File: config.mk
export PLATFORM = sky130hd
export DESIGN_NAME = retireUnit
export DESIGN_NICKNAME = d
export VERILOG_FILES = /design/src/source/robPkg.sv /design/src/source/reorderBuffer.sv /design/src/source/renameTable.sv /design/src/source/archRegFile.sv /design/src/source/retireUnit.sv
export SDC_FILE = /design/constraint.sdc
export NUM_CORES = 2
export LEC_CHECK = 0
export BUFFER_PORTS_ARGS = -buffer_cell sky130_fd_sc_hd__clkbuf_2
export CAP_MARGIN = 20
export CORE_MARGIN = 5
export CORE_UTILIZATION = 40
export DETAILED_ROUTE_END_ITERATION = 8
export PLACE_DENSITY_LB_ADDON = 0.12
export SLEW_MARGIN = 15
export SYNTH_ARGS = -nofsm -noshare
export SYNTH_HDL_FRONTEND = slang
export SYNTH_HIERARCHICAL = 1
export SYNTH_SLANG_ARGS = --single-unit
File: constraint.sdc
create_clock -name clk -period 5.7 [get_ports clk]
set_clock_uncertainty 0.05 [all_clocks]
set_input_delay 0.57 -clock clk [delete_from_list [all_inputs] [get_ports clk]]
set_output_delay 0.57 -clock clk [all_outputs]
set_load 0.01 [all_outputs]
File: src/source/robPkg.sv
package robPkg;

    // tag 0 means no tag, live tags are 1..31
    localparam int tagWidth  = 5;
    localparam int robDepth  = 31;
    localparam int nameWidth = 5;
    localparam int dataWidth = 32;
    localparam int regCount  = 32;

    localparam logic [tagWidth-1:0] noTag    = '0;
    localparam logic [tagWidth-1:0] firstTag = 5'd1;
    localparam logic [tagWidth-1:0] lastTag  = 5'd31;

    // only the classes that change retirement
    typedef enum logic [1:0] {
        aluOp,
        loadOp,
        storeOp,
        branchOp
    } opClass;

    typedef struct packed {
        logic                 valid;
        logic [nameWidth-1:0] dest;      // 0 for no destination
        opClass               op;
        logic                 predTaken;
    } issueReq;

    typedef struct packed {
        logic                 valid;
        logic [tagWidth-1:0]  tag;
        logic [dataWidth-1:0] data;
        logic                 taken;     // resolved direction, branches only
        logic [dataWidth-1:0] target;
    } execResult;

    typedef struct packed {
        logic                 valid;
        logic [tagWidth-1:0]  tag;
        logic [dataWidth-1:0] data;
    } loadResult;

    typedef struct packed {
        logic                 valid;
        logic [nameWidth-1:0] name;
        logic [dataWidth-1:0] data;
        logic [tagWidth-1:0]  tag;
    } retireInfo;

    // pointer step, skips the reserved tag
    function automatic logic [tagWidth-1:0] nextTag(input logic [tagWidth-1:0] cur);
        logic [tagWidth-1:0] nxt;
        if (cur == lastTag) begin
            nxt = firstTag;
        end else begin
            nxt = cur + 1'b1;
        end
        return nxt;
    endfunction

endpackage

File: src/source/reorderBuffer.sv
`timescale 1ns/10ps

module reorderBuffer
    import robPkg::*;
(
    input  logic                 clk,
    input  logic                 rst,
    input  issueReq              issue,
    input  execResult            exec,
    input  loadResult            load,
    output logic                 allocValid,
    output logic [tagWidth-1:0]  allocTag,
    output logic                 full,
    output retireInfo            retire,
    output logic                 storeCommit,
    output logic [tagWidth-1:0]  storeTag,
    output logic                 flush,
    output logic [dataWidth-1:0] redirectPc
);

    // per-entry state, indexed directly by tag
    logic [robDepth:1] occupied;
    logic [robDepth:1] complete;
    logic [robDepth:1] isStore;
    logic [robDepth:1] predicted;
    logic [robDepth:1] actual;

    logic [nameWidth-1:0] entryName   [1:robDepth];
    logic [dataWidth-1:0] entryData   [1:robDepth];
    logic [dataWidth-1:0] entryTarget [1:robDepth];

    logic [tagWidth-1:0] head;
    logic [tagWidth-1:0] tail;

    logic canRetire;
    logic mispredict;

    assign full       = &occupied;
    assign allocValid = issue.valid && !full && !flush;  // refused during flush
    assign allocTag   = tail;

    // stores need no writeback to leave
    assign canRetire  = occupied[head] && (complete[head] || isStore[head]);
    assign mispredict = canRetire && !isStore[head] && (predicted[head] != actual[head]);

    always_ff @(posedge clk) begin
        if (rst) begin
            occupied    <= '0;
            complete    <= '0;
            head        <= firstTag;
            tail        <= firstTag;
            retire      <= '0;
            storeCommit <= 1'b0;
            flush       <= 1'b0;
        end else begin
            retire.valid <= 1'b0;
            storeCommit  <= 1'b0;
            flush        <= 1'b0;

            if (allocValid) begin
                occupied[tail] <= 1'b1;
                complete[tail] <= 1'b0;
                tail           <= nextTag(tail);
            end

            // results may arrive in any order
            if (exec.valid) begin
                complete[exec.tag] <= 1'b1;
            end
            if (load.valid) begin
                complete[load.tag] <= 1'b1;
            end

            if (canRetire) begin
                occupied[head] <= 1'b0;
                complete[head] <= 1'b0;
                head           <= nextTag(head);
                if (isStore[head]) begin
                    storeCommit <= 1'b1;
                end else begin
                    retire.valid <= 1'b1;
                    retire.name  <= entryName[head];
                    retire.data  <= entryData[head];
                    retire.tag   <= head;
                end
            end

            // wrong path, drop every younger entry
            if (mispredict) begin
                flush    <= 1'b1;
                occupied <= '0;
                complete <= '0;
                head     <= firstTag;
                tail     <= firstTag;
            end
        end
    end

    // entry payload, only read while the entry is occupied
    always_ff @(posedge clk) begin
        if (allocValid) begin
            entryName[tail] <= issue.dest;
            isStore[tail]   <= (issue.op == storeOp);
            predicted[tail] <= (issue.op == branchOp) && issue.predTaken;
            actual[tail]    <= 1'b0;
        end

        if (exec.valid) begin
            entryData[exec.tag]   <= exec.data;
            actual[exec.tag]      <= exec.taken;
            entryTarget[exec.tag] <= exec.target;
        end

        if (load.valid) begin
            entryData[load.tag] <= load.data;
        end

        if (canRetire && isStore[head]) begin
            storeTag <= head;
        end

        if (mispredict) begin
            redirectPc <= entryTarget[head];
        end
    end

    // the issuing side must watch full
    assert property (@(posedge clk) disable iff (rst)
        issue.valid |-> !full)
        else $error("issue presented while full");

    assert property (@(posedge clk) disable iff (rst)
        exec.valid |-> (exec.tag != noTag) && occupied[exec.tag])
        else $error("exec writeback to free tag %0d", exec.tag);

    assert property (@(posedge clk) disable iff (rst)
        load.valid |-> (load.tag != noTag) && occupied[load.tag])
        else $error("load writeback to free tag %0d", load.tag);

    // one retirement per cycle, of one kind
    assert property (@(posedge clk) disable iff (rst)
        !(retire.valid && storeCommit))
        else $error("retire and storeCommit together");

endmodule

File: src/source/renameTable.sv
`timescale 1ns/10ps

module renameTable
    import robPkg::*;
(
    input  logic                 clk,
    input  logic                 rst,
    input  logic                 allocValid,
    input  logic [tagWidth-1:0]  allocTag,
    input  logic [nameWidth-1:0] allocName,
    input  retireInfo            retire,
    input  logic                 flush,
    input  logic [nameWidth-1:0] srcName,
    output logic                 srcBusy,
    output logic [tagWidth-1:0]  srcTag
);

    logic [regCount-1:0] busy;
    logic [tagWidth-1:0] writerTag [0:regCount-1];  // youngest pending writer

    logic releaseHit;

    // an older writer must not free a register a younger one still owns
    assign releaseHit = retire.valid && (writerTag[retire.name] == retire.tag);

    always_ff @(posedge clk) begin
        if (rst) begin
            busy <= '0;
        end else if (flush) begin
            busy <= '0;
        end else begin
            if (releaseHit) begin
                busy[retire.name] <= 1'b0;
            end
            // later assignment, so a new writer beats the release
            if (allocValid && allocName != '0) begin
                busy[allocName] <= 1'b1;
            end
        end
    end

    always_ff @(posedge clk) begin
        if (allocValid) begin
            writerTag[allocName] <= allocTag;
        end
    end

    assign srcBusy = busy[srcName];
    assign srcTag  = srcBusy ? writerTag[srcName] : noTag;

    // the retiring writer is the oldest, its register can't have been freed yet
    assert property (@(posedge clk) disable iff (rst)
        (retire.valid && retire.name != '0) |-> busy[retire.name])
        else $error("retire of x%0d which was not busy", retire.name);

endmodule

File: src/source/archRegFile.sv
`timescale 1ns/10ps

module archRegFile
    import robPkg::*;
(
    input  logic                 clk,
    input  logic                 rst,
    input  retireInfo            retire,
    input  logic [nameWidth-1:0] srcName,
    output logic [dataWidth-1:0] srcValue
);

    logic [dataWidth-1:0] regs [0:regCount-1];

    always_ff @(posedge clk) begin
        if (rst) begin
            for (int i = 0; i < regCount; i++) begin
                regs[i] <= '0;
            end
        end else if (retire.valid && retire.name != '0) begin
            regs[retire.name] <= retire.data;  // x0 writes dropped
        end
    end

    // x0 hardwired
    assign srcValue = (srcName == '0) ? '0 : regs[srcName];

endmodule

File: src/source/retireUnit.sv
`timescale 1ns/10ps

module retireUnit
    import robPkg::*;
(
    input  logic                 clk,
    input  logic                 rst,
    input  issueReq              issue,
    input  execResult            exec,
    input  loadResult            load,
    input  logic [nameWidth-1:0] srcName,
    output logic                 allocValid,
    output logic [tagWidth-1:0]  allocTag,
    output logic                 full,
    output logic                 srcBusy,
    output logic [tagWidth-1:0]  srcTag,
    output logic [dataWidth-1:0] srcValue,
    output retireInfo            retire,
    output logic                 storeCommit,
    output logic [tagWidth-1:0]  storeTag,
    output logic                 flush,
    output logic [dataWidth-1:0] redirectPc
);

    logic [nameWidth-1:0] allocName;
    logic [dataWidth-1:0] regValue;

    // stores never write a register, keep them out of the rename table
    assign allocName = (issue.op == storeOp) ? '0 : issue.dest;

    reorderBuffer uRob (
        .clk         (clk),
        .rst         (rst),
        .issue       (issue),
        .exec        (exec),
        .load        (load),
        .allocValid  (allocValid),
        .allocTag    (allocTag),
        .full        (full),
        .retire      (retire),
        .storeCommit (storeCommit),
        .storeTag    (storeTag),
        .flush       (flush),
        .redirectPc  (redirectPc)
    );

    renameTable uRename (
        .clk        (clk),
        .rst        (rst),
        .allocValid (allocValid),
        .allocTag   (allocTag),
        .allocName  (allocName),
        .retire     (retire),
        .flush      (flush),
        .srcName    (srcName),
        .srcBusy    (srcBusy),
        .srcTag     (srcTag)
    );

    archRegFile uRegs (
        .clk      (clk),
        .rst      (rst),
        .retire   (retire),
        .srcName  (srcName),
        .srcValue (regValue)
    );

    assign srcValue = srcBusy ? '0 : regValue;  // pending operand shows tag only

endmodule

==> impl_results.md <==
- Library cells used by synthesis: 63
- Required time at the endpoint of the critical path: 5.08 ns
- Share of cell area taken by muxes after synthesis: 0.2116
- Initial antenna violation count: 65
- DRC violation count after routing: 0
- Number of synthesized flops with an enable pin: 3422
- Gate family responsible for the most delay along the worst path: multiplexers
- Internal portion of total power: 49.32 mW
- Sequential area share after synthesis: 0.6661
- Top flip-flop cell by instance count after synthesis: sky130_fd_sc_hd__edfxtp_1
- Cell area after layout: 180600 um2
- H-Tree Depth: 5
- Parity-gate share of the synthesized area counting xor and xnor cells: 0.0001644
- Maximum vdd drop: 0.4227 mV
- Area fraction in compound gates after synthesis: 0.03288
- Row Count: 232
- First-pass GRT wire length: 722600 um
- Post-synth top area cell: sky130_fd_sc_hd__edfxtp_1
- Critical path's largest stage delay: 0.74 ns
- Syn. warnings: 6
- Die area: 412300 um2
- Share of synthesized cell area in and, or, nand and nor gates: 0.06326
- Ratio of cells with drive above 1 in the final layout: 0.3338
- Most common cell type on the critical path: sky130_fd_sc_hd__mux4_2
- Cell chosen for the clock root: sky130_fd_sc_hd__clkbuf_16
- Antenna viol nets, final: 0
- Minimum setup slack after placement: 0.7391 ns
- Layout overhead on the synthesized area: 13.02%
- Worst-case clock buffer depth: 4
- Remaining Overflow, GRT: 0
- Die X: 642.1 um
- Kind of capture point of the worst setup path: primary output
- Logic pwr share: 0.164
- Area occupied by registers: 106500 um2
- Post-synthesis instance area: 159800 um2
- Total iterations of the first detailed-routing run: 6
- Relative slew slack: 0.2107
- Setup CP Type: reg -> out
- # Max-Cap Violations: 0
- Largest family of logic cells by synthesized area: multiplexers
- Static power due to leakage: 59.52 nW
- Flop and latch count out of synthesis: 3607
- Maximum clock frequency: 213.2 MHz
- Number of hold violations in the final report: 0
- Initial core utilization: 0.4007
- Pwr Total: 66.75 mW
- Switching Share: 0.2612
- Final-report max-slew violation count: 0
- Data arrival time of the worst path: 4.07 ns
- TritonCTS clock tree: done
- Num Clock Sinks: 3607
- Type of origin of the critical path: flop
- Power density over the cells: 369.6 nW/um2
- Total Wirelength: 518600 um
- Area share of the leading cell type in the synthesized netlist: 0.6430
- IO Port Bufs: 251
- Final worst path period share: 0.8227
- Via count of the first global-routing pass: 89450
- Switching component of the power: 17.44 mW
- Setup_tns: 0 ns
- Worst R2R Setup Slack: 1.42 ns
- # setup viols final: 0
- Clk pin slew, worst setup/hold paths: 0.06 ns
- HPWL Detailed: 302700 um
- Status: finished, final reports clean
- Non-filler cells, final: 14960
- Leading cell types by total area after synthesis: sky130_fd_sc_hd__edfxtp_1 64%, sky130_fd_sc_hd__mux4_2 12%, sky130_fd_sc_hd__mux2_2 7.2%, sky130_fd_sc_hd__and2_1 3.9%, sky130_fd_sc_hd__dfxtp_1 2.3%
- Largest net degree at the start of global routing: 127
- Min-delay worst type: in -> reg
- Final estimated routing congestion in global placement: 0.8764
- Post-synthesis share of cell area spent on full adders, half adders and majority gates: 0.0007829
- Die Y: 642.1 um
- Count of buffer and inverter cells on the critical path: 3
- Post-placement cell count: 14210
- Iteration-0 DRC count of the detailed router: 9228
- Number of nets in the layout: 9484
- Slowest cell on the critical path: sky130_fd_sc_hd__mux2i_1
- Cell count after synthesis: 9254
- Multi-input logic area: 50430 um2
- Number of vias per cell after detailed routing: 5.951
- TritonCTS Buffers: 400
- Post-cts gate resize count: 0
- Final routed wire length divided by cell count: 34.67 um
- Register share of total power: 0.453
- Skew-Pair Late Insertion Delay: 0.99 ns
- Average instance area after synthesis: 17.27 um2
- Routed vias: 89010
- IO Count: 252
- Filler Cells Inserted: 34260
- Placed Area: 167600 um2
- Clock power share: 0.383
- Slack of the critical path: 1.011 ns
- Slew at the pin closest to its max-slew limit: 1.184 ns
- Ys async rst share: 0
- RSZ-0062 raised after global routing: false
- Worst path cell trace: mux4_2 > mux4_2 > mux2i_1 > inv_1 > clkbuf_16 > nor2b_1 > clkbuf_2
- Overall routing resource usage: 0.2449
- Worst Path Max Fanout: 27
- Core footprint: 398800 um2
- Final Critical Period: 4.689 ns
metal layers:
layer  GRT usage  routed length (um)  share of wire
met4     0.05881               13850          0.027
met5           0                 211        0.00041
met3     0.04332               37970          0.073
met1      0.3452              219800           0.42
met2      0.3969              246700           0.48
cells by family (layout without fill, tap and decap cells):
kind of cell	Yosys count	count (layout)
flops	3607	3607
mux	2199	2199
simple gates	1735	1735
buf+inv	940	1331
compound gates	759	759
fa+ha+maj	10	10
xor+xnor	3	3
other cells	1	49
through the flow:
step	hold slack [ns]	utilization
2_1_floorplan	0.3591	-
3_3_place_gp	0.3730	0.4199
3_5_place_dp	0.3859	0.4202
4_1_cts	0.004984	0.4525
5_1_grt	0.05550	0.4528
6_report	0.08280	0.4529
cells in the mapped netlist (10+ instances only):
library cell               number
sky130_fd_sc_hd__or2_2         32
sky130_fd_sc_hd__buf_1        100
sky130_fd_sc_hd__nor2b_1       67
sky130_fd_sc_hd__o21ai_1       52
sky130_fd_sc_hd__nand4_1       41
sky130_fd_sc_hd__buf_6         29
sky130_fd_sc_hd__inv_1         40
sky130_fd_sc_hd__ha_1          10
sky130_fd_sc_hd__buf_2        105
sky130_fd_sc_hd__mux4_2       841
sky130_fd_sc_hd__nand3_1       42
sky130_fd_sc_hd__a311oi_1      51
sky130_fd_sc_hd__a221oi_1      23
sky130_fd_sc_hd__a211oi_1     107
sky130_fd_sc_hd__o21ai_0       85
sky130_fd_sc_hd__clkbuf_1     613
sky130_fd_sc_hd__or4bb_1       10
sky130_fd_sc_hd__o22ai_1       91
sky130_fd_sc_hd__clkbuf_2      23
sky130_fd_sc_hd__edfxtp_1    3422
sky130_fd_sc_hd__buf_4         28
sky130_fd_sc_hd__mux2_2      1024
sky130_fd_sc_hd__and2_1      1005
sky130_fd_sc_hd__nor2_1       275
sky130_fd_sc_hd__nand2_1      121
sky130_fd_sc_hd__a311oi_2      43
sky130_fd_sc_hd__dfxtp_1      185
sky130_fd_sc_hd__and3_1        11
sky130_fd_sc_hd__nor4_1        22
sky130_fd_sc_hd__a21oi_1      163
sky130_fd_sc_hd__mux2i_1      334
sky130_fd_sc_hd__nand3b_1      25
sky130_fd_sc_hd__a22oi_1      128
placed cells by master, fill, tap and decap left out, types with 16 or more instances in the layout:
cell and n:
sky130_fd_sc_hd__nor2_4 49, sky130_fd_sc_hd__diode_2 17, sky130_fd_sc_hd__clkbuf_2 247, sky130_fd_sc_hd__nor2_1 203
sky130_fd_sc_hd__a22oi_1 128, sky130_fd_sc_hd__a311oi_2 43, sky130_fd_sc_hd__o22ai_1 75, sky130_fd_sc_hd__clkbuf_1 91
sky130_fd_sc_hd__o22ai_4 16, sky130_fd_sc_hd__mux2_2 1024, sky130_fd_sc_hd__mux2i_1 334, sky130_fd_sc_hd__clkbuf_16 411
sky130_fd_sc_hd__clkinv_2 75, sky130_fd_sc_hd__nor4_1 22, sky130_fd_sc_hd__and2_1 1004, sky130_fd_sc_hd__nand3b_1 25
sky130_fd_sc_hd__nand4_1 41, sky130_fd_sc_hd__o21ai_1 52, sky130_fd_sc_hd__a311oi_1 51, sky130_fd_sc_hd__dfxtp_1 173
sky130_fd_sc_hd__nand3_1 41, sky130_fd_sc_hd__or2_2 32, sky130_fd_sc_hd__buf_4 277, sky130_fd_sc_hd__o21ai_0 70
sky130_fd_sc_hd__a221oi_1 23, sky130_fd_sc_hd__nor2b_1 65, sky130_fd_sc_hd__nand2_1 106, sky130_fd_sc_hd__bufinv_16 33
sky130_fd_sc_hd__inv_1 40, sky130_fd_sc_hd__mux4_2 841, sky130_fd_sc_hd__a211oi_1 106, sky130_fd_sc_hd__clkinv_1 83
sky130_fd_sc_hd__conb_1 32, sky130_fd_sc_hd__buf_12 28, sky130_fd_sc_hd__nor2_2 32, sky130_fd_sc_hd__edfxtp_1 3422
sky130_fd_sc_hd__a21oi_1 163
power by group through the flow:
stage          combinational, mW  sequential (mW)  clock (mW)
2_1_floorplan               7.81             30.5           0
3_3_place_gp                11.0             30.8           0
3_5_place_dp                11.1             30.8           0
4_1_cts                     11.1             30.3        26.1
5_1_grt                     11.6             30.3        27.2
6_report                    10.9             30.3        25.6
final cells by class:
| cell class | instances | share of cell area |
|---|---|---|
| antenna | 17 | 0.0002355 |
| clock buffer | 507 | 0.05915 |
| clock inverter | 222 | 0.01215 |
| inverter | 41 | 0.0008590 |
| multi-input combinational | 4738 | 0.2792 |
| sequential | 3607 | 0.5896 |
| tap | 5265 | 0.03647 |
| timing repair buffer | 561 | 0.02233 |
flip-flops by register name (all words and copies together), names as in the netlist, 32 cells and up, named ones only:
register,flops
uRob/redirectPc,32
uRob/retire,43
uRob/entryName,155
uRename/busy,32
uRob/entryTarget,992
uRegs/regs,1024
uRename/writerTag,160
uRob/entryData,992
path summary, 6_finish.rpt:
path	from	endpoint	depth (start not counted)
setup reg to reg	uRob/head[1]	uRob/redirectPc[26]	8
hold reg to reg	uRename/busy[0]	uRename/busy[0]	2
setup / recovery	uRename/busy[15]	srcValue[14]	7
hold / removal	issue[1]	uRob/isStore[4]	2
what timing repair did:
action	4_1_cts	5_1_grt
hold buffers	1	0
hold endpoints to repair	14	0
buffers inserted	0	0
setup endpoints to repair	0	0
Note: power is estimated with default switching activity, not from simulation.
